## src/alu_cluster_cfg.svh

```systemverilog
`ifndef ALU_CLUSTER_CFG_SVH
`define ALU_CLUSTER_CFG_SVH

// integer datapath width
`define ALU_XLEN 32

// physical registers behind the rename map
`define ALU_PREG_NUM 64

// reorder buffer holds 2**ALU_ROB_ID_W entries
`define ALU_ROB_ID_W 6

`endif
```

## src/alu_pkg.sv

```systemverilog
`include "alu_cluster_cfg.svh"

package alu_pkg;

    typedef logic [`ALU_XLEN-1:0]             word_t;
    typedef logic [$clog2(`ALU_PREG_NUM)-1:0] preg_t;
    typedef logic [`ALU_ROB_ID_W-1:0]         rob_id_t;

    // NOP must stay at zero, reset stage contents decode as NOP
    typedef enum logic [5:0] {
        UOP_NOP = 6'd0,
        UOP_OR, UOP_ORI, UOP_LUI, UOP_AND, UOP_ANDI, UOP_NOR, UOP_XOR, UOP_XORI,
        UOP_SLL, UOP_SLLV, UOP_SRL, UOP_SRLV, UOP_SRA, UOP_SRAV,
        UOP_ADD, UOP_ADDI, UOP_ADDU, UOP_SUB, UOP_SUBU,
        UOP_SLT, UOP_SLTI, UOP_SLTU, UOP_SLTIU,
        UOP_MFHI, UOP_MTHI, UOP_MFLO, UOP_MTLO,
        UOP_CLZ, UOP_CLO,
        UOP_BEQ, UOP_BNE, UOP_BGEZ, UOP_BGEZAL, UOP_BGTZ, UOP_BLEZ,
        UOP_BLTZ, UOP_BLTZAL, UOP_J, UOP_JAL, UOP_JR, UOP_JALR
    } uop_e;

    typedef enum logic [2:0] {
        ALU_LOGIC,
        ALU_SHIFT,
        ALU_ARITH,
        ALU_MOVE,
        ALU_COUNT,
        ALU_BRANCH
    } alu_type_e;

    typedef struct packed {
        uop_e      uop;
        alu_type_e alu_type;
        rob_id_t   rob_id;
        preg_t     src0_addr;
        logic      src0_re;
        preg_t     src1_addr;
        logic      src1_re;
        preg_t     dst_addr;
        logic      dst_we;
        word_t     imm;          // already extended by decode
        word_t     pc;
        word_t     branch_addr;
        logic      branch_taken;
    } uop_bundle_t;

    typedef struct packed {
        word_t src0_data;
        word_t src1_data;
    } prf_rd_t;

    typedef struct packed {
        logic  we;
        preg_t addr;
        word_t data;
    } prf_wr_t;

    typedef struct packed {
        uop_bundle_t bundle;   // branch fields resolved
        word_t       result;
        logic        overflow;
    } exec_res_t;

    typedef struct packed {
        logic    finish;
        rob_id_t rob_id;
        logic    exception;
        logic    branch_taken;
        word_t   branch_target;
    } rob_finish_t;

endpackage

```

## src/alu_lane.sv

```systemverilog
`timescale 1ns/1ns

module alu_lane (
    input  logic                     clk,
    input  logic                     arst_n,
    input  alu_pkg::uop_bundle_t     issue_uop,
    output alu_pkg::preg_t    [1:0]  rd_addr,
    input  alu_pkg::prf_rd_t         rd_data,
    input  alu_pkg::prf_wr_t  [1:0]  bypass,
    output alu_pkg::exec_res_t       wb_res
);
    import alu_pkg::*;

    uop_bundle_t rd_uop;
    uop_bundle_t ex_uop;
    prf_rd_t     ex_rdata;
    exec_res_t   ex_res;

    // register read stage
    always_ff @(posedge clk or negedge arst_n) begin
        if (!arst_n) begin
            rd_uop <= '0;
        end else begin
            rd_uop <= issue_uop;
        end
    end

    assign rd_addr[0] = rd_uop.src0_addr;
    assign rd_addr[1] = rd_uop.src1_addr;

    // execute stage, operands captured with the bundle
    always_ff @(posedge clk or negedge arst_n) begin
        if (!arst_n) begin
            ex_uop   <= '0;
            ex_rdata <= '0;
        end else begin
            ex_uop   <= rd_uop;
            ex_rdata <= rd_data;
        end
    end

    alu_exec u_exec (
        .uop    (ex_uop),
        .rdata  (ex_rdata),
        .bypass (bypass),
        .res    (ex_res)
    );

    // writeback stage
    always_ff @(posedge clk or negedge arst_n) begin
        if (!arst_n) begin
            wb_res <= '0;
        end else begin
            wb_res <= ex_res;
        end
    end

endmodule

```

## src/alu_exec.sv

```systemverilog
`timescale 1ns/1ns
`include "alu_cluster_cfg.svh"

module alu_exec (
    input  alu_pkg::uop_bundle_t     uop,
    input  alu_pkg::prf_rd_t         rdata,
    input  alu_pkg::prf_wr_t  [1:0]  bypass,
    output alu_pkg::exec_res_t       res
);
    import alu_pkg::*;

    localparam int XLEN = `ALU_XLEN;
    localparam int CNT_W = $clog2(XLEN) + 1;

    uop_e           op;
    word_t          src0;
    word_t          src1;
    logic [1:0]     hit0;
    logic [1:0]     hit1;
    word_t          logic_res;
    word_t          shift_res;
    word_t          arith_res;
    word_t          move_res;
    word_t          count_res;
    word_t          branch_res;
    logic [4:0]     shamt;
    logic           is_sub;
    word_t          addend;
    logic [XLEN:0]  sum;
    logic           lt_signed;
    logic           lt_unsigned;
    logic           is_slt;
    logic           lead_bit;
    logic           lead_run;
    logic [CNT_W-1:0] lead_cnt;
    logic           taken;
    word_t          target;
    word_t          result;

    assign op = uop.uop;

    always_comb begin
        for (int b = 0; b < 2; b++) begin
            hit0[b] = bypass[b].we && (bypass[b].addr == uop.src0_addr);
            hit1[b] = bypass[b].we && (bypass[b].addr == uop.src1_addr);
        end
    end

    // lane 0 writeback first, then lane 1, then register file
    assign src0 = !uop.src0_re ? rdata.src0_data :
                  hit0[0]      ? bypass[0].data  :
                  hit0[1]      ? bypass[1].data  : rdata.src0_data;
    assign src1 = !uop.src1_re ? uop.imm         :
                  hit1[0]      ? bypass[0].data  :
                  hit1[1]      ? bypass[1].data  : rdata.src1_data;

    always_comb begin
        case (op)
            UOP_OR, UOP_ORI, UOP_LUI: logic_res = src0 | src1;  // LUI imm pre-shifted
            UOP_AND, UOP_ANDI:        logic_res = src0 & src1;
            UOP_NOR:                  logic_res = ~(src0 | src1);
            UOP_XOR, UOP_XORI:        logic_res = src0 ^ src1;
            default:                  logic_res = '0;
        endcase
    end

    // fixed-amount shifts carry shamt in the immediate, value in src1
    assign shamt = (op == UOP_SLL || op == UOP_SRL || op == UOP_SRA) ? uop.imm[4:0] :
                   src0[4:0];

    always_comb begin
        case (op)
            UOP_SLL, UOP_SLLV: shift_res = src1 << shamt;
            UOP_SRL, UOP_SRLV: shift_res = src1 >> shamt;
            UOP_SRA, UOP_SRAV: shift_res = $signed(src1) >>> shamt;
            default:           shift_res = '0;
        endcase
    end

    assign is_sub = (op == UOP_SUB) || (op == UOP_SUBU) || (op == UOP_SLT) ||
                    (op == UOP_SLTI) || (op == UOP_SLTU) || (op == UOP_SLTIU);
    assign is_slt = (op == UOP_SLT) || (op == UOP_SLTI) || (op == UOP_SLTU) ||
                    (op == UOP_SLTIU);
    assign addend = is_sub ? ~src1 : src1;
    assign sum = {1'b0, src0} + {1'b0, addend} + {{XLEN{1'b0}}, is_sub};

    assign lt_signed = (src0[XLEN-1] != src1[XLEN-1]) ? src0[XLEN-1] : sum[XLEN-1];
    assign lt_unsigned = ~sum[XLEN];  // no carry out means borrow

    always_comb begin
        if (is_slt) begin
            arith_res = '0;
            arith_res[0] = (op == UOP_SLT || op == UOP_SLTI) ? lt_signed : lt_unsigned;
        end else begin
            arith_res = sum[XLEN-1:0];
        end
    end

    assign move_res = src0;  // HI/LO renamed, source always in src0

    // CLO counts ones, CLZ counts zeros
    assign lead_bit = (op == UOP_CLO);

    always_comb begin
        lead_cnt = '0;
        lead_run = 1'b1;
        for (int i = XLEN - 1; i >= 0; i--) begin
            lead_run = lead_run && (src0[i] == lead_bit);
            lead_cnt = lead_cnt + CNT_W'(lead_run);
        end
    end

    assign count_res = word_t'(lead_cnt);

    always_comb begin
        case (op)
            UOP_BEQ:                taken = (src0 == src1);
            UOP_BNE:                taken = (src0 != src1);
            UOP_BGEZ, UOP_BGEZAL:   taken = ~src0[XLEN-1];
            UOP_BGTZ:               taken = ~src0[XLEN-1] && (src0 != '0);
            UOP_BLEZ:               taken = src0[XLEN-1] || (src0 == '0);
            UOP_BLTZ, UOP_BLTZAL:   taken = src0[XLEN-1];
            UOP_J, UOP_JAL,
            UOP_JR, UOP_JALR:       taken = 1'b1;
            default:                taken = 1'b0;
        endcase
    end

    assign target = (op == UOP_JR || op == UOP_JALR) ? src0 : uop.branch_addr;
    assign branch_res = uop.pc + word_t'(8);  // link past the delay slot

    always_comb begin
        case (uop.alu_type)
            ALU_LOGIC:  result = logic_res;
            ALU_SHIFT:  result = shift_res;
            ALU_ARITH:  result = arith_res;
            ALU_MOVE:   result = move_res;
            ALU_COUNT:  result = count_res;
            ALU_BRANCH: result = branch_res;
            default:    result = '0;
        endcase
    end

    always_comb begin
        res = '0;
        res.bundle = uop;
        res.bundle.branch_addr = target;
        res.bundle.branch_taken = taken;
        res.result = result;
        res.overflow = (op == UOP_ADD || op == UOP_ADDI || op == UOP_SUB) &&
                       (src0[XLEN-1] == addend[XLEN-1]) &&
                       (sum[XLEN-1] != src0[XLEN-1]);
    end

endmodule

```

## config.mk

```make
export PLATFORM = sky130hd
export DESIGN_NAME = alu_lane
export DESIGN_NICKNAME = d
export VERILOG_FILES = /design/src/alu_pkg.sv /design/src/alu_lane.sv /design/src/alu_exec.sv
export VERILOG_INCLUDE_DIRS = /design/src
export SDC_FILE = /design/constraint.sdc
export NUM_CORES = 1
export LEC_CHECK = 0
export BUFFER_PORTS_ARGS = -buffer_cell sky130_fd_sc_hd__buf_2
export CORE_AREA = 2 2 206 259
export DETAILED_ROUTE_END_ITERATION = 8
export DIE_AREA = 0 0 208 261
export GPL_ROUTABILITY_DRIVEN = 1
export GPL_TIMING_DRIVEN = 1
export PLACE_DENSITY = 0.8
export RECOVER_POWER = 25
export SLEW_MARGIN = 20
export SYNTH_ARGS = -nofsm -noshare
export SYNTH_HDL_FRONTEND = slang
export SYNTH_HIERARCHICAL = 1
export SYNTH_SLANG_ARGS = --single-unit
```

## constraint.sdc

```tcl
create_clock -name clk -period 7.8 [get_ports clk]
set_input_delay 1.56 -clock clk [delete_from_list [all_inputs] [get_ports clk]]
set_output_delay 1.56 -clock clk [all_outputs]
set_load 0.1 [all_outputs]
```

==> flow_summary.toml, run 1 <==
[sta]
slew_violations = 0
rsz0062_at_grt = "true"
max_freq_mhz = 112
setup_slack_ps = -1100
timing.hold.ws_ps = 338
slew_headroom = 0.282
finClkSkew_ps = 25.5
min_period_ps = 8900
worst_pin_slew_ps = 1070
finalCritPeriodShare = 1.14
finalSetupViolCount = 6
hold_viol = 0

[global_routing]
antenna_found_initial = 6
grt_pass1_vias = 24600
grt_pass1_wl_um = 171000
grt_use_total = 0.436
grt_max_degree = 184
overflow = 0

[placement]
port_buffers = 453
place_ws_ps = -1890
routabilityCongestion = 1.06
placed_cell_area_mm2 = 0.0300
place_hpwl_um = 93500

[clock_network]
clkTransAtPathRegs_ps = 80
numCtsBuffers = 46
root_buffer = "clkbuf_16"
numClockSinks = 494
h-tree-depth = 2
clock_path_buffers = 3
worstSkewPairLatency_ps = 600
cts_tree = "done"

[power]
power_switching_mw = 2.54
power_frac_seq = 0.392
clockPowerShare = 0.336
vdd_ir_drop_max_uv = 298
internal_power_mw = 4.57
power.static_leakage_nw = 14.8
comb_power_share = 0.272
sw_frac_of_total = 0.357
powerDensity_mw_per_mm2 = 222

[floorplan]
die_w_um = 208
rows = 94
die_y_um = 261
die_area_mm2 = 0.0543
start_util = 0.503
coreArea_mm2 = 0.0520
io-pin-count = 455

[finish]
nets = 3520
fillers = 4144
syn2layout_area_growth_pct = 22.7
drive_above_1_share = 0.303
design_area_mm2 = 0.0321
final_util = 0.617

[setup_path]
required_ps = 8260
worstSetupPathType = "in -> reg"
max_stage_delay_ps = 540
worstPathMaxFanout = 17
startpoint_type = "primary input"
cp_slowest_cell = "fa_1"
endpoint_kind = "flop"
arrival_ps = 9360

[logic_synthesis]
syn_inst = 2595
syn_avg_cell_area_um2 = 10.1
yosys_warnings = 6
syn_nets = 3000
syn_area_mm2 = 0.0261

[routing]
drtPass1Iterations = 8
ant_nets = 0
drt_wl_total_um = 121000
drc = 0
drtIter0Drc = 3134
routed_via_density = 6.36
vias = 24300
wl_per_cell_um = 31.7

[run]
drv_cap = 0

[run_status]
violations = "negative setup slack"
outcome = "complete, but fails checks"

[hold_path]
hp-class = "reg -> reg"
==> worst paths after layout <==
| kind | to | start | cells after the start | slack [ps] |
|---|---|---|---|---|
| setup / recovery | wb_res[5]$_DFF_PN0_ | bypass[75] | 38 | -1100 |
| hold / removal | ex_uop[69]$_DFF_PN0_ | rd_uop[69]$_DFF_PN0_ | 0 | 340 |
| setup reg to reg | wb_res[5]$_DFF_PN0_ | ex_uop[112]$_DFF_PN0_ | 37 | -520 |
| hold reg to reg | ex_uop[69]$_DFF_PN0_ | rd_uop[69]$_DFF_PN0_ | 0 | 340 |
| max in group asynchronous | ex_uop[104]$_DFF_PN0_ | arst_n | 2 | 5450 |
| min in group asynchronous | rd_uop[57]$_DFF_PN0_ | arst_n | 1 | 920 |
==> critical path: cells and delay by family <==
kind	cells	cell delay, ps
fa+ha+maj	8	3600
simple gates	8	1420
buf+inv	9	720
xor+xnor	2	320
compound gates	11	1700
==> sequential cells by signal, summed over array words and instances (netlist names) <==
register	flops
rd_uop	120
rd_addr	12
ex_rdata	64
ex_uop	132
wb_res	166
==> what timing repair did <==
item                                    CTS  global route
hold buffers                              0             0
endpoints found under the setup margin    6             6
setup buffers                             4            12
pin swaps                                11            24
gates resized for setup                  27            40
==> power by group through the flow <==
| stage | clock network (mW) | logic, mW | registers (mW) |
|---|---|---|---|
| after global routing | 2.51 | 2.00 | 2.79 |
| final | 2.38 | 1.94 | 2.79 |
| after floorplan | 0 | 0.760 | 3.21 |
| after CTS | 2.41 | 1.87 | 2.78 |
| after detailed placement | 0 | 1.85 | 2.83 |
| after global placement | 0 | 1.85 | 2.82 |
==> through the flow <==
stage	std cells	setup TNS [ps]	power [mW]
4_1_cts	3811	-4440	7.06
3_3_place_gp	3722	-8290	4.67
5_1_grt	3827	-6670	7.31
3_5_place_dp	3722	-9160	4.68
6_report	3828	-5230	7.11
2_1_floorplan	2595	-6480	3.97
==> cell type report <==
class / count / area [um2] / area share
tap: 672 / 841 / 0.0262
antenna: 4 / 10.0 / 0.000312
sequential: 494 / 12400 / 0.385
inverter: 121 / 462 / 0.0144
timing repair buffer: 737 / 4530 / 0.141
clock inverter: 24 / 304 / 0.00948
clock buffer: 61 / 1300 / 0.0405
multi-input combinational: 1715 / 12300 / 0.382
==> placed cells by master (no fill, tap or decap), types with 47 or more instances in the layout <==
master / instances
a21oi_1: 129
a221oi_1: 51
buf_2: 449
buf_4: 272
clkbuf_16: 47
dfrtp_1: 493
ha_1: 101
inv_1: 109
mux2i_1: 86
nand2_1: 156
nand3_1: 141
nor2_1: 149
o211ai_1: 73
o21ai_0: 170
xnor2_1: 63
xor2_1: 58
==> metal layers <==
metal  vias up  wire [um]  share of wire  GRT usage
met3       524      10800          0.089     0.0955
met4         2      12400           0.10      0.370
met5         -         12       0.000099          0
met1     11900      40700           0.34      0.485
li1      10200          -              -          -
met2      1663      57500           0.47      0.719
No activity file was read; power rests on OpenSTA's default activity.
==> run 2, diff against run 1 <==
--- a/config.mk
+++ b/config.mk
@@ -7,9 +7,9 @@
 export NUM_CORES = 1
 export LEC_CHECK = 0
 export BUFFER_PORTS_ARGS = -buffer_cell sky130_fd_sc_hd__buf_2
-export CORE_AREA = 2 2 206 259
+export CORE_AREA = 2 2 204 256
 export DETAILED_ROUTE_END_ITERATION = 8
-export DIE_AREA = 0 0 208 261
+export DIE_AREA = 0 0 206 258
 export GPL_ROUTABILITY_DRIVEN = 1
 export GPL_TIMING_DRIVEN = 1
 export PLACE_DENSITY = 0.8
@@ -17,5 +17,4 @@
 export SLEW_MARGIN = 20
 export SYNTH_ARGS = -nofsm -noshare
 export SYNTH_HDL_FRONTEND = slang
-export SYNTH_HIERARCHICAL = 1
 export SYNTH_SLANG_ARGS = --single-unit
==> flow_summary.toml, run 2 <==
[run_status]
outcome = "complete, but fails checks"
violations = "negative setup slack"

[finish]
final_cell_mix = "493 x dfrtp_1, 447 x buf_2, 255 x buf_4"
nets = 3536
final_util = 0.633
syn2layout_area_growth_pct = 25.5
design_area_mm2 = 0.0323
ff_latch_area_mm2 = 0.0124
top_regs = "wb_res x166, ex_uop x132, rd_uop x120"
largest_reg_flops = 166
fillers = 3958
drive_above_1_share = 0.289
final-instance-count-excl-fill = 3835
layout_commonest_cell = "dfrtp_1"
top_register = "wb_res"
multi_input_area_mm2 = 0.0126

[logic_synthesis]
synthTopCellsByArea = "dfrtp_1 48%, ha_1 5.0%, mux2i_1 4.5%, xnor2_1 3.1%, o21ai_0 3.1%"
yosys.area.top_type_share = 0.481
synth_xor_area_frac = 0.0415
yosysMostFrequentCell = "dfrtp_1"
ys_types = 103
yosys.area.top_type = "dfrtp_1"
synth_ff_type = "dfrtp_1"
ys_seq_area_frac = 0.481
synth_compound_area_frac = 0.183
yosys_warnings = 0
synth_edf_count = 0
synthMuxAreaShare = 0.0535
syn_nets = 2919
synth-seq-cells = 494
synthSimpleGateAreaFrac = 0.126
synth_common_cells = "494 x dfrtp_1, 182 x nand2_1, 157 x o21ai_0"
synthArstFlopShare = 1.00
synth_top_family_by_area = "compound AO/OA/AOI/OAI gates"
yosys.area_share.adder = 0.0696
syn_area_mm2 = 0.0257
syn_inst = 2514
syn_avg_cell_area_um2 = 10.2

[floorplan]
coreArea_mm2 = 0.0510
rows = 93
die_area_mm2 = 0.0531
die_y_um = 258
start_util = 0.504
io-pin-count = 455
die_w_um = 206

[sta]
slew_violations = 0
setup-tns-final_ps = -6350
finalCritPeriodShare = 1.15
slew_headroom = 0.189
finClkSkew_ps = 22.2
hold_viol = 0
max_freq_mhz = 112
min_period_ps = 8940
setup_slack_ps = -1140
worst_pin_slew_ps = 1210
rsz0062_at_grt = "true"
timing.hold.ws_ps = 343
finalSetupViolCount = 6

[clock_network]
h-tree-depth = 2
numClockSinks = 494
cts_tree = "done"
root_buffer = "clkbuf_16"
worstSkewPairLatency_ps = 620
clock_path_buffers = 3
numCtsBuffers = 45
clkTransAtPathRegs_ps = 70

[global_routing]
antenna_found_initial = 6
grt_use_total = 0.445
overflow = 0
grt_pass1_vias = 24800
grt_pass1_wl_um = 170000
grt_max_degree = 170

[placement]
routabilityCongestion = 1.00
port_buffers = 453
place_ws_ps = -1710
placed_cell_area_mm2 = 0.0303
place_inst = 3731
place_hpwl_um = 92700

[power]
p_total_mw = 7.13
power.static_leakage_nw = 15.1
vdd_ir_drop_max_uv = 289
powerDensity_mw_per_mm2 = 221

[routing]
drtPass1Iterations = 6
routed_via_density = 6.42
drt_wl_total_um = 120000
vias = 24600
ant_nets = 0
drtIter0Drc = 2896
wl_per_cell_um = 31.2
drc = 0

[hold_path]
hp-class = "reg -> reg"

[setup_path]
ff2ff_setup_slack_ps = -690
endpoint_kind = "flop"
cp_slowest_cell = "fa_1"
worstPathMaxFanout = 13
arrival_ps = 9410
startpoint_type = "primary input"
crit_top_cell = "fa_1"
max_stage_delay_ps = 560
worstSetupPathType = "in -> reg"
required_ps = 8260

[run]
drv_cap = 0
[run 2: cell families (layout without fill, tap and decap cells)]
kind of cell             count (synthesis)  after routing
AO/OA/AOI/OAI                          693            693
XOR/XNOR                               120            120
adder cells (fa/ha/maj)                128            128
buffers and inverters                  283            934
flip-flops                             494            494
multiplexers                           132            132
other                                    0              5
AND/OR/NAND/NOR                        664            664
[run 2: layer usage]
layer | global-route usage | part of all wire | vias up
li1 | - | - | 10300
met1 | 0.509 | 0.34 | 12000
met2 | 0.718 | 0.47 | 1793
met3 | 0.0941 | 0.089 | 492
met4 | 0.359 | 0.10 | 2
met5 | 0 | 0.000092 | -
[run 2: final cells by class]
class | instances | share of cell area
multi-input combinational | 1737 | 0.390
sequential | 494 | 0.383
timing repair buffer | 725 | 0.136
clock buffer | 60 | 0.0401
tap | 665 | 0.0258
inverter | 128 | 0.0150
clock inverter | 21 | 0.00954
antenna | 5 | 0.000388
[run 2: path summary, 6_finish.rpt]
kind / end / cells past startpoint / start
max in group asynchronous: ex_uop[104]$_DFF_PN0_ / 2 / arst_n
min in group asynchronous: wb_res[1]$_DFF_PN0_ / 1 / arst_n
setup / recovery: wb_res[3]$_DFF_PN0_ / 34 / bypass[32]
hold reg to reg: ex_uop[71]$_DFF_PN0_ / 0 / rd_uop[71]$_DFF_PN0_
setup reg to reg: wb_res[3]$_DFF_PN0_ / 34 / ex_uop[114]$_DFF_PN0_
hold / removal: ex_uop[71]$_DFF_PN0_ / 0 / rd_uop[71]$_DFF_PN0_
[run 2: power breakdown]
part	internal, mW	switching (mW)
logic	0.554	1.41
registers	2.70	0.0847
clock network	1.35	1.03
total	4.61	2.53
[run 2: critical path: cells and delay by family]
kind,cells,cell delay [ps]
AND/OR/NAND/NOR,7,1600
adder cells (fa/ha/maj),8,3590
XOR/XNOR,2,430
buffers and inverters,9,910
AO/OA/AOI/OAI,8,1330
[run 2: timing repair]
| action | in CTS | in global routing |
|---|---|---|
| pin swaps | 18 | 26 |
| gates resized for setup | 20 | 22 |
| cloned | 0 | 0 |
| setup buffers | 13 | 6 |
| hold buffers | 0 | 0 |
| setup endpoints to repair | 6 | 6 |
| endpoints found under the hold margin | 0 | 0 |
