## src/alu_cluster_cfg.svh

```systemverilog
`ifndef ALU_CLUSTER_CFG_SVH
`define ALU_CLUSTER_CFG_SVH

// integer datapath width
`define ALU_XLEN 32

// physical registers behind the rename map
`define ALU_PREG_NUM 64

// reorder buffer holds 2**ALU_ROB_ID_W entries
`define ALU_ROB_ID_W 6

`endif
```

## src/alu_pkg.sv

```systemverilog
`include "alu_cluster_cfg.svh"

package alu_pkg;

    typedef logic [`ALU_XLEN-1:0]             word_t;
    typedef logic [$clog2(`ALU_PREG_NUM)-1:0] preg_t;
    typedef logic [`ALU_ROB_ID_W-1:0]         rob_id_t;

    // NOP must stay at zero, reset stage contents decode as NOP
    typedef enum logic [5:0] {
        UOP_NOP = 6'd0,
        UOP_OR, UOP_ORI, UOP_LUI, UOP_AND, UOP_ANDI, UOP_NOR, UOP_XOR, UOP_XORI,
        UOP_SLL, UOP_SLLV, UOP_SRL, UOP_SRLV, UOP_SRA, UOP_SRAV,
        UOP_ADD, UOP_ADDI, UOP_ADDU, UOP_SUB, UOP_SUBU,
        UOP_SLT, UOP_SLTI, UOP_SLTU, UOP_SLTIU,
        UOP_MFHI, UOP_MTHI, UOP_MFLO, UOP_MTLO,
        UOP_CLZ, UOP_CLO,
        UOP_BEQ, UOP_BNE, UOP_BGEZ, UOP_BGEZAL, UOP_BGTZ, UOP_BLEZ,
        UOP_BLTZ, UOP_BLTZAL, UOP_J, UOP_JAL, UOP_JR, UOP_JALR
    } uop_e;

    typedef enum logic [2:0] {
        ALU_LOGIC,
        ALU_SHIFT,
        ALU_ARITH,
        ALU_MOVE,
        ALU_COUNT,
        ALU_BRANCH
    } alu_type_e;

    typedef struct packed {
        uop_e      uop;
        alu_type_e alu_type;
        rob_id_t   rob_id;
        preg_t     src0_addr;
        logic      src0_re;
        preg_t     src1_addr;
        logic      src1_re;
        preg_t     dst_addr;
        logic      dst_we;
        word_t     imm;          // already extended by decode
        word_t     pc;
        word_t     branch_addr;
        logic      branch_taken;
    } uop_bundle_t;

    typedef struct packed {
        word_t src0_data;
        word_t src1_data;
    } prf_rd_t;

    typedef struct packed {
        logic  we;
        preg_t addr;
        word_t data;
    } prf_wr_t;

    typedef struct packed {
        uop_bundle_t bundle;   // branch fields resolved
        word_t       result;
        logic        overflow;
    } exec_res_t;

    typedef struct packed {
        logic    finish;
        rob_id_t rob_id;
        logic    exception;
        logic    branch_taken;
        word_t   branch_target;
    } rob_finish_t;

endpackage

```

## src/exec_ctrl.sv

```systemverilog
`timescale 1ns/1ns

module exec_ctrl (
    input  logic                         clk,
    input  logic                         arst_n,
    input  logic                         flush,
    input  logic                  [1:0]  issue_valid,
    input  alu_pkg::exec_res_t    [1:0]  wb_res,
    output alu_pkg::prf_wr_t      [1:0]  wb_wr,
    output alu_pkg::rob_finish_t  [1:0]  rob_finish
);
    import alu_pkg::*;

    logic [1:0] rd_valid;
    logic [1:0] ex_valid;
    logic [1:0] wb_valid;
    logic [1:0] kill_n;

    assign kill_n = {2{~flush}};

    // flush kills read and execute, writeback still retires
    always_ff @(posedge clk or negedge arst_n) begin
        if (!arst_n) begin
            rd_valid <= '0;
            ex_valid <= '0;
            wb_valid <= '0;
        end else begin
            rd_valid <= issue_valid & kill_n;
            ex_valid <= rd_valid & kill_n;
            wb_valid <= ex_valid & kill_n;
        end
    end

    always_comb begin
        for (int l = 0; l < 2; l++) begin
            wb_wr[l].we   = wb_valid[l] && wb_res[l].bundle.dst_we && !wb_res[l].overflow;
            wb_wr[l].addr = wb_res[l].bundle.dst_addr;
            wb_wr[l].data = wb_res[l].result;

            rob_finish[l].finish        = wb_valid[l] && (wb_res[l].bundle.uop != UOP_NOP);
            rob_finish[l].rob_id        = wb_res[l].bundle.rob_id;
            rob_finish[l].exception     = wb_res[l].overflow;
            rob_finish[l].branch_taken  = wb_res[l].bundle.branch_taken;
            rob_finish[l].branch_target = wb_res[l].bundle.branch_addr;
        end
    end

endmodule

```

## config.mk

```make
export PLATFORM = sky130hd
export DESIGN_NAME = exec_ctrl
export DESIGN_NICKNAME = d
export VERILOG_FILES = /design/src/alu_pkg.sv /design/src/exec_ctrl.sv
export VERILOG_INCLUDE_DIRS = /design/src
export SDC_FILE = /design/constraint.sdc
export NUM_CORES = 1
export LEC_CHECK = 0
export BUFFER_PORTS_ARGS = -buffer_cell sky130_fd_sc_hd__buf_4
export CAP_MARGIN = 30
export CORE_AREA = 2 2 195 197
export DETAILED_ROUTE_END_ITERATION = 7
export DIE_AREA = 0 0 197 199
export PLACE_DENSITY = 0.36
export SYNTH_ARGS = -nofsm -noshare
export SYNTH_HDL_FRONTEND = slang
export SYNTH_SLANG_ARGS = --single-unit
export TNS_END_PERCENT = 20
```

## constraint.sdc

```tcl
create_clock -name clk -period 2.25 [get_ports clk]
set_clock_uncertainty 0.15 [all_clocks]
set_input_delay 0.1125 -clock clk [delete_from_list [all_inputs] [get_ports clk]]
set_output_delay 0.1125 -clock clk [all_outputs]
set_load 0.01 [all_outputs]
```

==> insert_results.sql, run 1 <==
INSERT INTO impl_metrics (metric_group, metric, value, unit) VALUES
('worst_setup_path', 'path_class', 'input pin to register', ''),
('synthesis', 'synth.ff_latch_count', '6', ''),
('placed_design', 'placed_cells', '520', ''),
('worst_setup_path', 'timing.critical_path.to_type', 'register', ''),
('worst_setup_path', 'endpoint', 'rd_valid[0]$_DFF_PN0_', ''),
('worst_setup_path', 'worstSetupStartpoint', 'flush', ''),
('detailed_routing', 'finalWirelength', '5470', 'um'),
('synthesis', 'yosysMostFrequentCell', 'buf_4', ''),
('synthesis', 'synth_cells', '176', ''),
('floorplanning', 'die-height', '199', 'um'),
('power', 'p_leak', '0.287', 'nW'),
('detailed_routing', 'antenna_violating_nets_remaining', '0', ''),
('clock_network', 'cts_htree_levels', '1', ''),
('synthesis', 'postSynthNetCount', '513', ''),
('worst_setup_path', 'setup.worst_path.start_class', 'input pin', ''),
('detailed_routing', 'routed-via-count', '519', ''),
('synthesis', 'synthTopCellsByArea', 'buf_4 83%, dfrtp_1 11%, nor2b_1 2.7%, o31a_1 1.2%, or4_1 1.1%', ''),
('final_layout', 'insertedDiodeCount', '0', ''),
('run_status', 'outcome', 'completed', ''),
('floorplanning', 'dieWidth', '197', 'um'),
('floorplanning', 'floorplan.initialDensity', '3.79', '%'),
('floorplanning', 'dieArea', '39200', 'sq um'),
('worst_setup_path', 'reg2reg_depth', '1', ''),
('power', 'post-layout-total-power', '0.000451', 'W'),
('power', 'vdd_ir_drop_max', '0.435', 'mV'),
('detailed_routing', 'wire_per_inst', '10.4', 'um'),
('final_layout', 'seqCellArea', '150', 'sq um'),
('synthesis', 'synth_top_area_cell', 'buf_4', ''),
('final_layout', 'area_growth_syn_to_layout', '-19.0', '%'),
('grt', 'grt_overflow', '0', ''),
('clock_network', 'post-cts-setup-buffers', '0', ''),
('floorplanning', 'fp.coreArea', '37100', 'sq um'),
('timing', 'finalSetupTns', '0', 'ns'),
('worst_setup_path', 'r2r_start', 'ex_valid[1]$_DFF_PN0_', ''),
('synthesis', 'synth_area_per_cell', '7.99', 'sq um'),
('synthesis', 'synth_top_cell_area_share', '83.3', '%'),
('synthesis', 'synth.yosys.seq_area_share', '10.7', '%'),
('worst_setup_path', 'crit_required', '2.26', 'ns'),
('timing', 'worstMarginPinSlew', '0.170', 'ns'),
('final_layout', 'total_area_of_multi_input_combinational_cells', '85.1', 'sq um'),
('placed_design', 'gp_congestion', '0.579', ''),
('timing', 'setup_viol', '0', ''),
('clock_network', 'cts_tree', 'done', ''),
('worst_setup_path', 'worstPathMaxFanout', '6', ''),
('clock_network', 'cts.path.max_buffers', '2', ''),
('worst_setup_path', 'worst-endpoint-arrival', '1.45', 'ns'),
('clock_network', 'clk-insertion-delay-late', '0.23', 'ns'),
('placed_design', 'portBuffers', '26', ''),
('timing', 'hold_violations', '0', ''),
('timing', 'final-max-slew-violation-count', '0', ''),
('timing', 'period_share', '63.7', '%'),
('clock_network', 'cts_inserted_buffers', '3', ''),
('timing', 'grt_setup_unrepaired', 'false', ''),
('detailed_routing', 'remaining_drc_errors', '0', ''),
('grt', 'grt.total_usage', '2.61', '%'),
('synthesis', 'synth_cell_types', '7', ''),
('final_layout', 'layoutNonFillerInstCount', '527', ''),
('flow_run', 'cap_violations', '0', ''),
('grt', 'antenna_found_initial', '0', ''),
('synthesis', 'ys_top_cells_by_count', '156 x buf_4, 6 x dfrtp_1, 6 x nor2b_1', ''),
('detailed_routing', 'post_drt_via_cell_ratio', '0.985', ''),
('power', 'power_per_cell_area', '396', 'nW/um^2'),
('timing', 'minimum_clock_period_after_layout', '1.43', 'ns'),
('clock_network', 'ctsResizeCount', '0', ''),
('floorplanning', 'design.portCount', '497', ''),
('worst_hold_path', 'timing.hold.worst.class', 'input pin to output port', ''),
('final_layout', 'fraction_of_layout_instances_using_a_drive_strength_above_1', '54.7', '%'),
('clock_network', 'worst_setup_hold_path_clk_slew', '0.03', 'ns'),
('grt', 'grt_first_pass_wirelength', '6150', 'um'),
('detailed_routing', 'drt_first_iter_violations', '4', ''),
('synthesis', 'yosys_warnings', '0', '');
-- registers in the layout, summed over array words and instances (netlist names) --
name / flops
ex_valid: 2
rd_valid: 2
wb_valid: 2
-- worst min path at each step --
stage / startpoint / end / slack, ns / depth (start not counted)
3_3_place_gp: arst_n / rd_valid[1]$_DFF_PN0_ / -0.22 / 1
3_5_place_dp: arst_n / rd_valid[1]$_DFF_PN0_ / -0.22 / 1
2_1_floorplan: arst_n / ex_valid[0]$_DFF_PN0_ / -0.33 / 0
4_1_cts: wb_res[46] / rob_finish[12] / 0.08 / 0
5_1_grt: wb_res[178] / wb_wr[50] / 0.08 / 0
6_report: wb_res[56] / rob_finish[22] / 0.08 / 0
-- kinds of logic after synthesis --
logic type / share of synthesized area (%)
buf+inv: 83.3
simple gates: 4.80
flops: 10.7
compound gates: 1.25
-- per-layer routing --
| layer | share of wire [%] | vias up | track usage (%) | wire (um) |
|---|---|---|---|---|
| met5 | 0 | - | 0 | 0 |
| li1 | - | 134 | - | - |
| met3 | 36 | 77 | 3.97 | 1970 |
| met2 | 44 | 150 | 4.20 | 2420 |
| met1 | 5.1 | 158 | 0.286 | 280 |
| met4 | 15 | 0 | 3.90 | 805 |
-- cells in the final DEF, fill, tap and decap left out --
| cell type | netlist | routed |
|---|---|---|
| nand2_1 | 2 | 2 |
| clkbuf_16 | 0 | 3 |
| buf_4 | 156 | 26 |
| nor2_1 | 2 | 2 |
| dlygate4sd3_1 | 0 | 4 |
| or4_1 | 2 | 2 |
| dfrtp_1 | 6 | 6 |
| nor2b_1 | 6 | 6 |
| o31a_1 | 2 | 2 |
-- area by class of cell --
| type | count | share of cell area [%] |
|---|---|---|
| clock buffer | 3 | 6.59 |
| multi-input combinational | 14 | 7.47 |
| sequential | 6 | 13.2 |
| tap | 474 | 52.1 |
| timing repair buffer | 30 | 20.7 |
-- stage by stage --
stage	cell area (sq um)	hold slack [ns]	worst slack (ns)	util, %
after floorplan	1410	-0.333	1.09	-
after detailed placement	1020	-0.224	0.858	2.76
final	1140	0.0750	0.816	3.07
after CTS	1140	0.0751	0.826	3.07
after global placement	1020	-0.225	0.861	2.76
after global routing	1140	0.0750	0.748	3.07
-- power by group --
part           internal, W  switching, W   total, W
clock network     0.000228     0.0000594   0.000287
logic            0.0000336     0.0000157  0.0000493
registers         0.000113    0.00000123   0.000114
-- timing repair --
| item | CTS | global route |
|---|---|---|
| hold buffers | 4 | 0 |
| hold endpoints to repair | 12 | 0 |
| setup endpoints to repair | 0 | 0 |
-- worst max-delay path, cell delays in order --
cell	delay [ns]
dlygate4sd3_1	0.53
buf_4	0.16
nor2b_1	0.10
dlygate4sd3_1	0.55
(Power assumes the default switching activity.)
==> run 2: changes to the inputs <==
--- a/config.mk
+++ b/config.mk
@@ -8,10 +8,10 @@
 export LEC_CHECK = 0
 export BUFFER_PORTS_ARGS = -buffer_cell sky130_fd_sc_hd__buf_4
 export CAP_MARGIN = 30
-export CORE_AREA = 2 2 195 197
+export CORE_AREA = 2 2 194 196
 export DETAILED_ROUTE_END_ITERATION = 7
-export DIE_AREA = 0 0 197 199
-export PLACE_DENSITY = 0.36
+export DIE_AREA = 0 0 196 198
+export PLACE_DENSITY = 0.37
 export SYNTH_ARGS = -nofsm -noshare
 export SYNTH_HDL_FRONTEND = slang
 export SYNTH_SLANG_ARGS = --single-unit
==> constraint.sdc (replaced) <==
create_clock -name clk -period 1.2 [get_ports clk]
set_clock_uncertainty 0.15 [all_clocks]
set_input_delay 0.06 -clock clk [delete_from_list [all_inputs] [get_ports clk]]
set_output_delay 0.06 -clock clk [all_outputs]
set_load 0.01 [all_outputs]
==> insert_results.sql, run 2 <==
INSERT INTO impl_metrics (metric_group, metric, value, unit) VALUES
('floorplanning', 'design.portCount', '497', ''),
('clock_network', 'cts_inserted_buffers', '3', ''),
('floorplanning', 'dieWidth', '196', 'um'),
('clock_network', 'post-cts-setup-buffers', '0', ''),
('clock_network', 'cts.path.max_buffers', '2', ''),
('floorplanning', 'floorplan.initialDensity', '3.81', '%'),
('synthesis', 'synth_cells', '176', ''),
('floorplanning', 'die-height', '198', 'um'),
('synthesis', 'number_of_flops_mapped_to_enable_cells_by_yosys', '0', ''),
('clock_network', 'clock_sinks', '6', ''),
('placed_design', 'gp_congestion', '0.555', ''),
('synthesis', 'yosys_warnings', '0', ''),
('synthesis', 'synth_flop_cell', 'dfrtp_1', ''),
('placed_design', 'portBuffers', '26', ''),
('clock_network', 'ctsResizeCount', '3', ''),
('run_status', 'outcome', 'did not finish', ''),
('clock_network', 'cts_root_buffer', 'clkbuf_16', ''),
('clock_network', 'hold_buffers', '105', ''),
('synthesis', 'async_flop_share', '100', '%'),
('synthesis', 'yosysMostFrequentCell', 'buf_4', ''),
('synthesis', 'postSynthNetCount', '513', ''),
('synthesis', 'synth_area_per_cell', '7.99', 'sq um'),
('synthesis', 'synth.yosys.seq_area_share', '10.7', '%'),
('synthesis', 'syn_area', '1410', 'sq um'),
('clock_network', 'cts_htree_levels', '1', ''),
('synthesis', 'synthTopCellsByArea', 'buf_4 83%, dfrtp_1 11%, nor2b_1 2.7%, o31a_1 1.2%, or4_1 1.1%', ''),
('synthesis', 'synth_top_area_cell', 'buf_4', ''),
('synthesis', 'synth_top_cell_area_share', '83.3', '%'),
('run_status', 'haltStage', 'clock tree synthesis', ''),
('synthesis', 'ys_top_cells_by_count', '156 x buf_4, 6 x dfrtp_1, 6 x nor2b_1', ''),
('run_status', 'first-error', '[ERROR RSZ-0060] Max buffer count reached.', ''),
('synthesis', 'synth.ff_latch_count', '6', ''),
('floorplanning', 'fp-row-count', '71', ''),
('synthesis', 'synth_cell_types', '7', '');
-- run 2: cell families after synthesis --
group	synth area share (%)
buffers and inverters	83.3
flip-flops	10.7
AO/OA/AOI/OAI	1.25
AND/OR/NAND/NOR	4.80
-- run 2: per-stage QoR --
step | TNS [ns] | instance area, sq um | hold WS, ns | instances | worst slack, ns
after floorplan | 0 | 1410 | -0.386 | 176 | 0.149
after global placement | -0.154 | 1020 | -0.277 | 520 | -0.0858
after detailed placement | -0.160 | 1020 | -0.278 | 520 | -0.0908
==> run 3: changes to the inputs <==
--- a/config.mk
+++ b/config.mk
@@ -11,7 +11,7 @@
 export CORE_AREA = 2 2 194 196
 export DETAILED_ROUTE_END_ITERATION = 7
 export DIE_AREA = 0 0 196 198
-export PLACE_DENSITY = 0.37
+export PLACE_DENSITY_LB_ADDON = 0.15
 export SYNTH_ARGS = -nofsm -noshare
 export SYNTH_HDL_FRONTEND = slang
 export SYNTH_SLANG_ARGS = --single-unit
==> constraint.sdc (replaced) <==
create_clock -name clk -period 1.6 [get_ports clk]
set_clock_uncertainty 0.15 [all_clocks]
set_input_delay 0.08 -clock clk [delete_from_list [all_inputs] [get_ports clk]]
set_output_delay 0.08 -clock clk [all_outputs]
set_load 0.01 [all_outputs]
==> insert_results.sql, run 3 (synthesized netlist as in run 1, its figures left out) <==
INSERT INTO impl_metrics (metric_group, metric, value, unit) VALUES
('run_status', 'outcome', 'completed', ''),
('power', 'comb_power_share', '11.3', '%'),
('worst_setup_path', 'worst-endpoint-arrival', '1.12', 'ns'),
('power', 'power_per_cell_area', '552', 'nW/um^2'),
('final_layout', 'total_area_of_multi_input_combinational_cells', '85.1', 'sq um'),
('detailed_routing', 'routed-via-count', '552', ''),
('power', 'pwr-share-clk', '63.1', '%'),
('floorplanning', 'dieWidth', '196', 'um'),
('clock_network', 'cts_root_buffer', 'clkbuf_16', ''),
('timing', 'worst_slew_margin_rel', '91.0', '%'),
('worst_setup_path', 'crit_required', '1.37', 'ns'),
('timing', 'hold_violations', '0', ''),
('worst_setup_path', 'reg2reg_depth', '1', ''),
('worst_setup_path', 'worstPathMaxFanout', '1', ''),
('timing', 'grt_setup_unrepaired', 'false', ''),
('timing', 'setup_viol', '0', ''),
('detailed_routing', 'antenna_violating_nets_remaining', '0', ''),
('placed_design', 'post-place-ws', '0.247', 'ns'),
('floorplanning', 'design.portCount', '497', ''),
('floorplanning', 'floorplan.initialDensity', '3.81', '%'),
('floorplanning', 'fp-row-count', '71', ''),
('grt', 'first_global_vias', '683', ''),
('final_layout', 'layout_commonest_cell', 'buf_4', ''),
('worst_setup_path', 'critPathTopFamily', 'simple AND/OR/NAND/NOR gates', ''),
('grt', 'grt_max_degree', '7', ''),
('placed_design', 'post-dp-hpwl', '5580', 'um'),
('worst_setup_path', 'timing.critical_path.depth', '4', ''),
('clock_network', 'cts_inserted_buffers', '3', ''),
('clock_network', 'cts.path.max_buffers', '2', ''),
('flow_run', 'cap_violations', '0', ''),
('worst_setup_path', 'most_frequent_cell_on_the_critical_path', 'buf_4', ''),
('timing', 'period_share', '84.2', '%'),
('worst_setup_path', 'setup.worst_path.start_class', 'input pin', ''),
('detailed_routing', 'remaining_drc_errors', '0', ''),
('worst_setup_path', 'worst-r2r-setup-slack', '0.86', 'ns'),
('placed_design', 'postPlaceCellArea', '1020', 'sq um'),
('detailed_routing', 'finalWirelength', '6060', 'um'),
('final_layout', 'seqCellArea', '150', 'sq um'),
('worst_setup_path', 'critical-path-max-stage-delay', '0.53', 'ns'),
('floorplanning', 'die-height', '198', 'um'),
('clock_network', 'clk-insertion-delay-late', '0.22', 'ns'),
('final_layout', 'leading_registers_by_flop_count', 'ex_valid x2, rd_valid x2, wb_valid x2', ''),
('worst_setup_path', 'worstSetupStartpoint', 'wb_res[161]', ''),
('power', 'power.share.switching', '16.3', '%'),
('timing', 'worst_slack', '0.253', 'ns'),
('final_layout', 'fraction_of_layout_instances_using_a_drive_strength_above_1', '54.7', '%'),
('clock_network', 'clock_sinks', '6', ''),
('final_layout', 'insertedDiodeCount', '0', ''),
('floorplanning', 'fp.coreArea', '37000', 'sq um'),
('clock_network', 'cts_htree_levels', '1', ''),
('grt', 'grt_overflow', '0', ''),
('power', 'vdd_ir_drop_max', '0.373', 'mV'),
('final_layout', 'fill_cells', '4434', ''),
('worst_setup_path', 'path_cells', 'buf_4 -> or4_1 -> o31a_1 -> buf_4', ''),
('worst_setup_path', 'endpoint', 'rob_finish[40]', ''),
('clock_network', 'cts_tree', 'done', ''),
('power', 'seq_power_share', '25.6', '%'),
('worst_setup_path', 'critical_path_buf_inv_count', '2', ''),
('detailed_routing', 'drt_first_iter_violations', '4', ''),
('final_layout', 'nNetsFinal', '392', ''),
('timing', 'worstMarginPinSlew', '0.134', 'ns'),
('worst_setup_path', 'r2r_start', 'rd_valid[0]$_DFF_PN0_', ''),
('timing', 'minimum_clock_period_after_layout', '1.35', 'ns'),
('power', 'switchingPower', '0.000102', 'W'),
('final_layout', 'most_frequent_cells_in_the_layout', '26 x buf_4, 6 x nor2b_1, 6 x dfrtp_1', ''),
('detailed_routing', 'wire_per_inst', '11.5', 'um'),
('floorplanning', 'dieArea', '38800', 'sq um'),
('final_layout', 'area_growth_syn_to_layout', '-19.0', '%'),
('placed_design', 'portBuffers', '26', ''),
('grt', 'antenna_found_initial', '0', ''),
('timing', 'achievable-frequency', '0.742', 'GHz'),
('worst_setup_path', 'crit-reg2reg-capture', 'ex_valid[0]$_DFF_PN0_', ''),
('grt', 'grt_first_pass_wirelength', '7010', 'um'),
('grt', 'grt.total_usage', '3.01', '%'),
('placed_design', 'gp_congestion', '0.656', ''),
('timing', 'finalSetupTns', '0', 'ns'),
('worst_setup_path', 'slowest_stage_cell_crit_path', 'or4_1', ''),
('worst_hold_path', 'timing.hold.worst.class', 'input pin to output port', ''),
('timing', 'holdWs', '0.0100', 'ns'),
('detailed_routing', 'post_drt_via_cell_ratio', '1.05', ''),
('power', 'cellInternalPower', '0.000526', 'W'),
('worst_setup_path', 'path_class', 'input pin to output port', ''),
('final_layout', 'post-route-cell-area', '1140', 'sq um'),
('timing', 'final-max-slew-violation-count', '0', ''),
('power', 'p_leak', '0.285', 'nW'),
('detailed_routing', 'drt-pass1-iter-count', '2', ''),
('worst_setup_path', 'timing.critical_path.to_type', 'output port', '');
run 3: layer usage:
layer	track usage [%]	routed length [um]	part of all wire (%)	vias to the layer above
met2	5.03	2790	46	158
met3	4.58	2200	36	78
met1	0.360	350	5.8	182
met5	0	0	0	-
li1	-	-	-	134
met4	3.98	716	12	0
run 3: final cells by class:
type,instances,share of cell area [%]
clock buffers,3,6.59
well taps,474,52.1
multi-input cells,14,7.47
flip-flops and latches,6,13.2
repair buffers,30,20.7
run 3: power by group through the flow:
stage / Combinational (W) / Sequential (W) / Clock [W]
2_1_floorplan: 0.000410 / 0.000161 / 0
3_3_place_gp: 0.0000649 / 0.000162 / 0
3_5_place_dp: 0.0000657 / 0.000162 / 0
4_1_cts: 0.0000738 / 0.000161 / 0.000405
5_1_grt: 0.0000766 / 0.000161 / 0.000412
6_report: 0.0000709 / 0.000161 / 0.000397
run 3: how the worst min path moves through the flow:
| stage | slack, ns | startpoint | cells past startpoint | endpoint |
|---|---|---|---|---|
| after CTS | 0.01 | wb_res[52] | 0 | rob_finish[18] |
| after floorplan | -0.37 | arst_n | 0 | ex_valid[0]$_DFF_PN0_ |
| after global placement | -0.25 | arst_n | 1 | rd_valid[1]$_DFF_PN0_ |
| after global routing | 0.01 | wb_res[192] | 0 | wb_wr[64] |
| after detailed placement | -0.25 | arst_n | 1 | rd_valid[1]$_DFF_PN0_ |
| final | 0.01 | wb_res[59] | 0 | rob_finish[25] |
run 3: repair_timing:
action,CTS,global route
gates resized for setup,0,0
endpoints found under the hold margin,12,0
buffers inserted,0,0
hold buffers,4,0
run 3: per-stage QoR:
step	power (W)	util, %	cells
after floorplan	0.000571	-	176
after global placement	0.000227	2.77	520
after detailed placement	0.000228	2.77	520
after CTS	0.000639	3.08	527
after global routing	0.000650	3.08	527
final	0.000628	3.08	527
==> run 4: changes to the inputs <==
==> constraint.sdc (replaced) <==
create_clock -name clk -period 1.2 [get_ports clk]
set_clock_uncertainty 0.15 [all_clocks]
set_input_delay 0.06 -clock clk [delete_from_list [all_inputs] [get_ports clk]]
set_output_delay 0.06 -clock clk [all_outputs]
set_load 0.01 [all_outputs]
==> insert_results.sql, run 4 <==
INSERT INTO impl_metrics (metric_group, metric, value, unit) VALUES
('synthesis', 'synth_top_cell_area_share', '83.3', '%'),
('placed_design', 'post-place-ws', '-0.0914', 'ns'),
('placed_design', 'placed_cells', '520', ''),
('clock_network', 'cts_inserted_buffers', '3', ''),
('run_status', 'outcome', 'did not finish', ''),
('synthesis', 'yosysMostFrequentCell', 'buf_4', ''),
('synthesis', 'synth_cells', '176', ''),
('synthesis', 'yosys_warnings', '0', ''),
('synthesis', 'synth_flop_cell', 'dfrtp_1', ''),
('run_status', 'first-error', '[ERROR RSZ-0060] Max buffer count reached.', ''),
('placed_design', 'portBuffers', '26', ''),
('floorplanning', 'design.portCount', '497', ''),
('floorplanning', 'floorplan.initialDensity', '3.81', '%'),
('run_status', 'haltStage', 'clock tree synthesis', ''),
('synthesis', 'synth_area_per_cell', '7.99', 'sq um'),
('synthesis', 'synth_cell_types', '7', ''),
('synthesis', 'postSynthNetCount', '513', ''),
('synthesis', 'syn_area', '1410', 'sq um'),
('clock_network', 'ctsResizeCount', '4', ''),
('synthesis', 'async_flop_share', '100', '%'),
('synthesis', 'synth.yosys.seq_area_share', '10.7', '%'),
('synthesis', 'synth_top_area_cell', 'buf_4', ''),
('clock_network', 'clock_sinks', '6', ''),
('clock_network', 'cts.path.max_buffers', '2', ''),
('synthesis', 'synthTopCellsByArea', 'buf_4 83%, dfrtp_1 11%, nor2b_1 2.7%, o31a_1 1.2%, or4_1 1.1%', ''),
('floorplanning', 'fp-row-count', '71', ''),
('clock_network', 'post-cts-setup-buffers', '0', ''),
('floorplanning', 'die-height', '198', 'um'),
('clock_network', 'cts_htree_levels', '1', ''),
('clock_network', 'hold_buffers', '105', ''),
('synthesis', 'synth.ff_latch_count', '6', ''),
('synthesis', 'ys_top_cells_by_count', '156 x buf_4, 6 x dfrtp_1, 6 x nor2b_1', ''),
('placed_design', 'gp_congestion', '0.635', ''),
('floorplanning', 'dieWidth', '196', 'um'),
('synthesis', 'number_of_flops_mapped_to_enable_cells_by_yosys', '0', ''),
('clock_network', 'cts_root_buffer', 'clkbuf_16', '');
==> run 4: cell counts after synthesis <==
Identical to the previous run, type by type.
==> run 4: kinds of logic after synthesis <==
logic type,share of synthesized area [%]
simple gates,4.80
compound gates,1.25
buf+inv,83.3
flops,10.7
==> run 4: metrics by stage <==
step / hold WS, ns / TNS (ns) / area [sq um] / utilization, %
after global placement: -0.272 / -0.164 / 1020 / 2.77
after floorplan: -0.386 / 0 / 1410 / -
after detailed placement: -0.270 / -0.170 / 1020 / 2.77
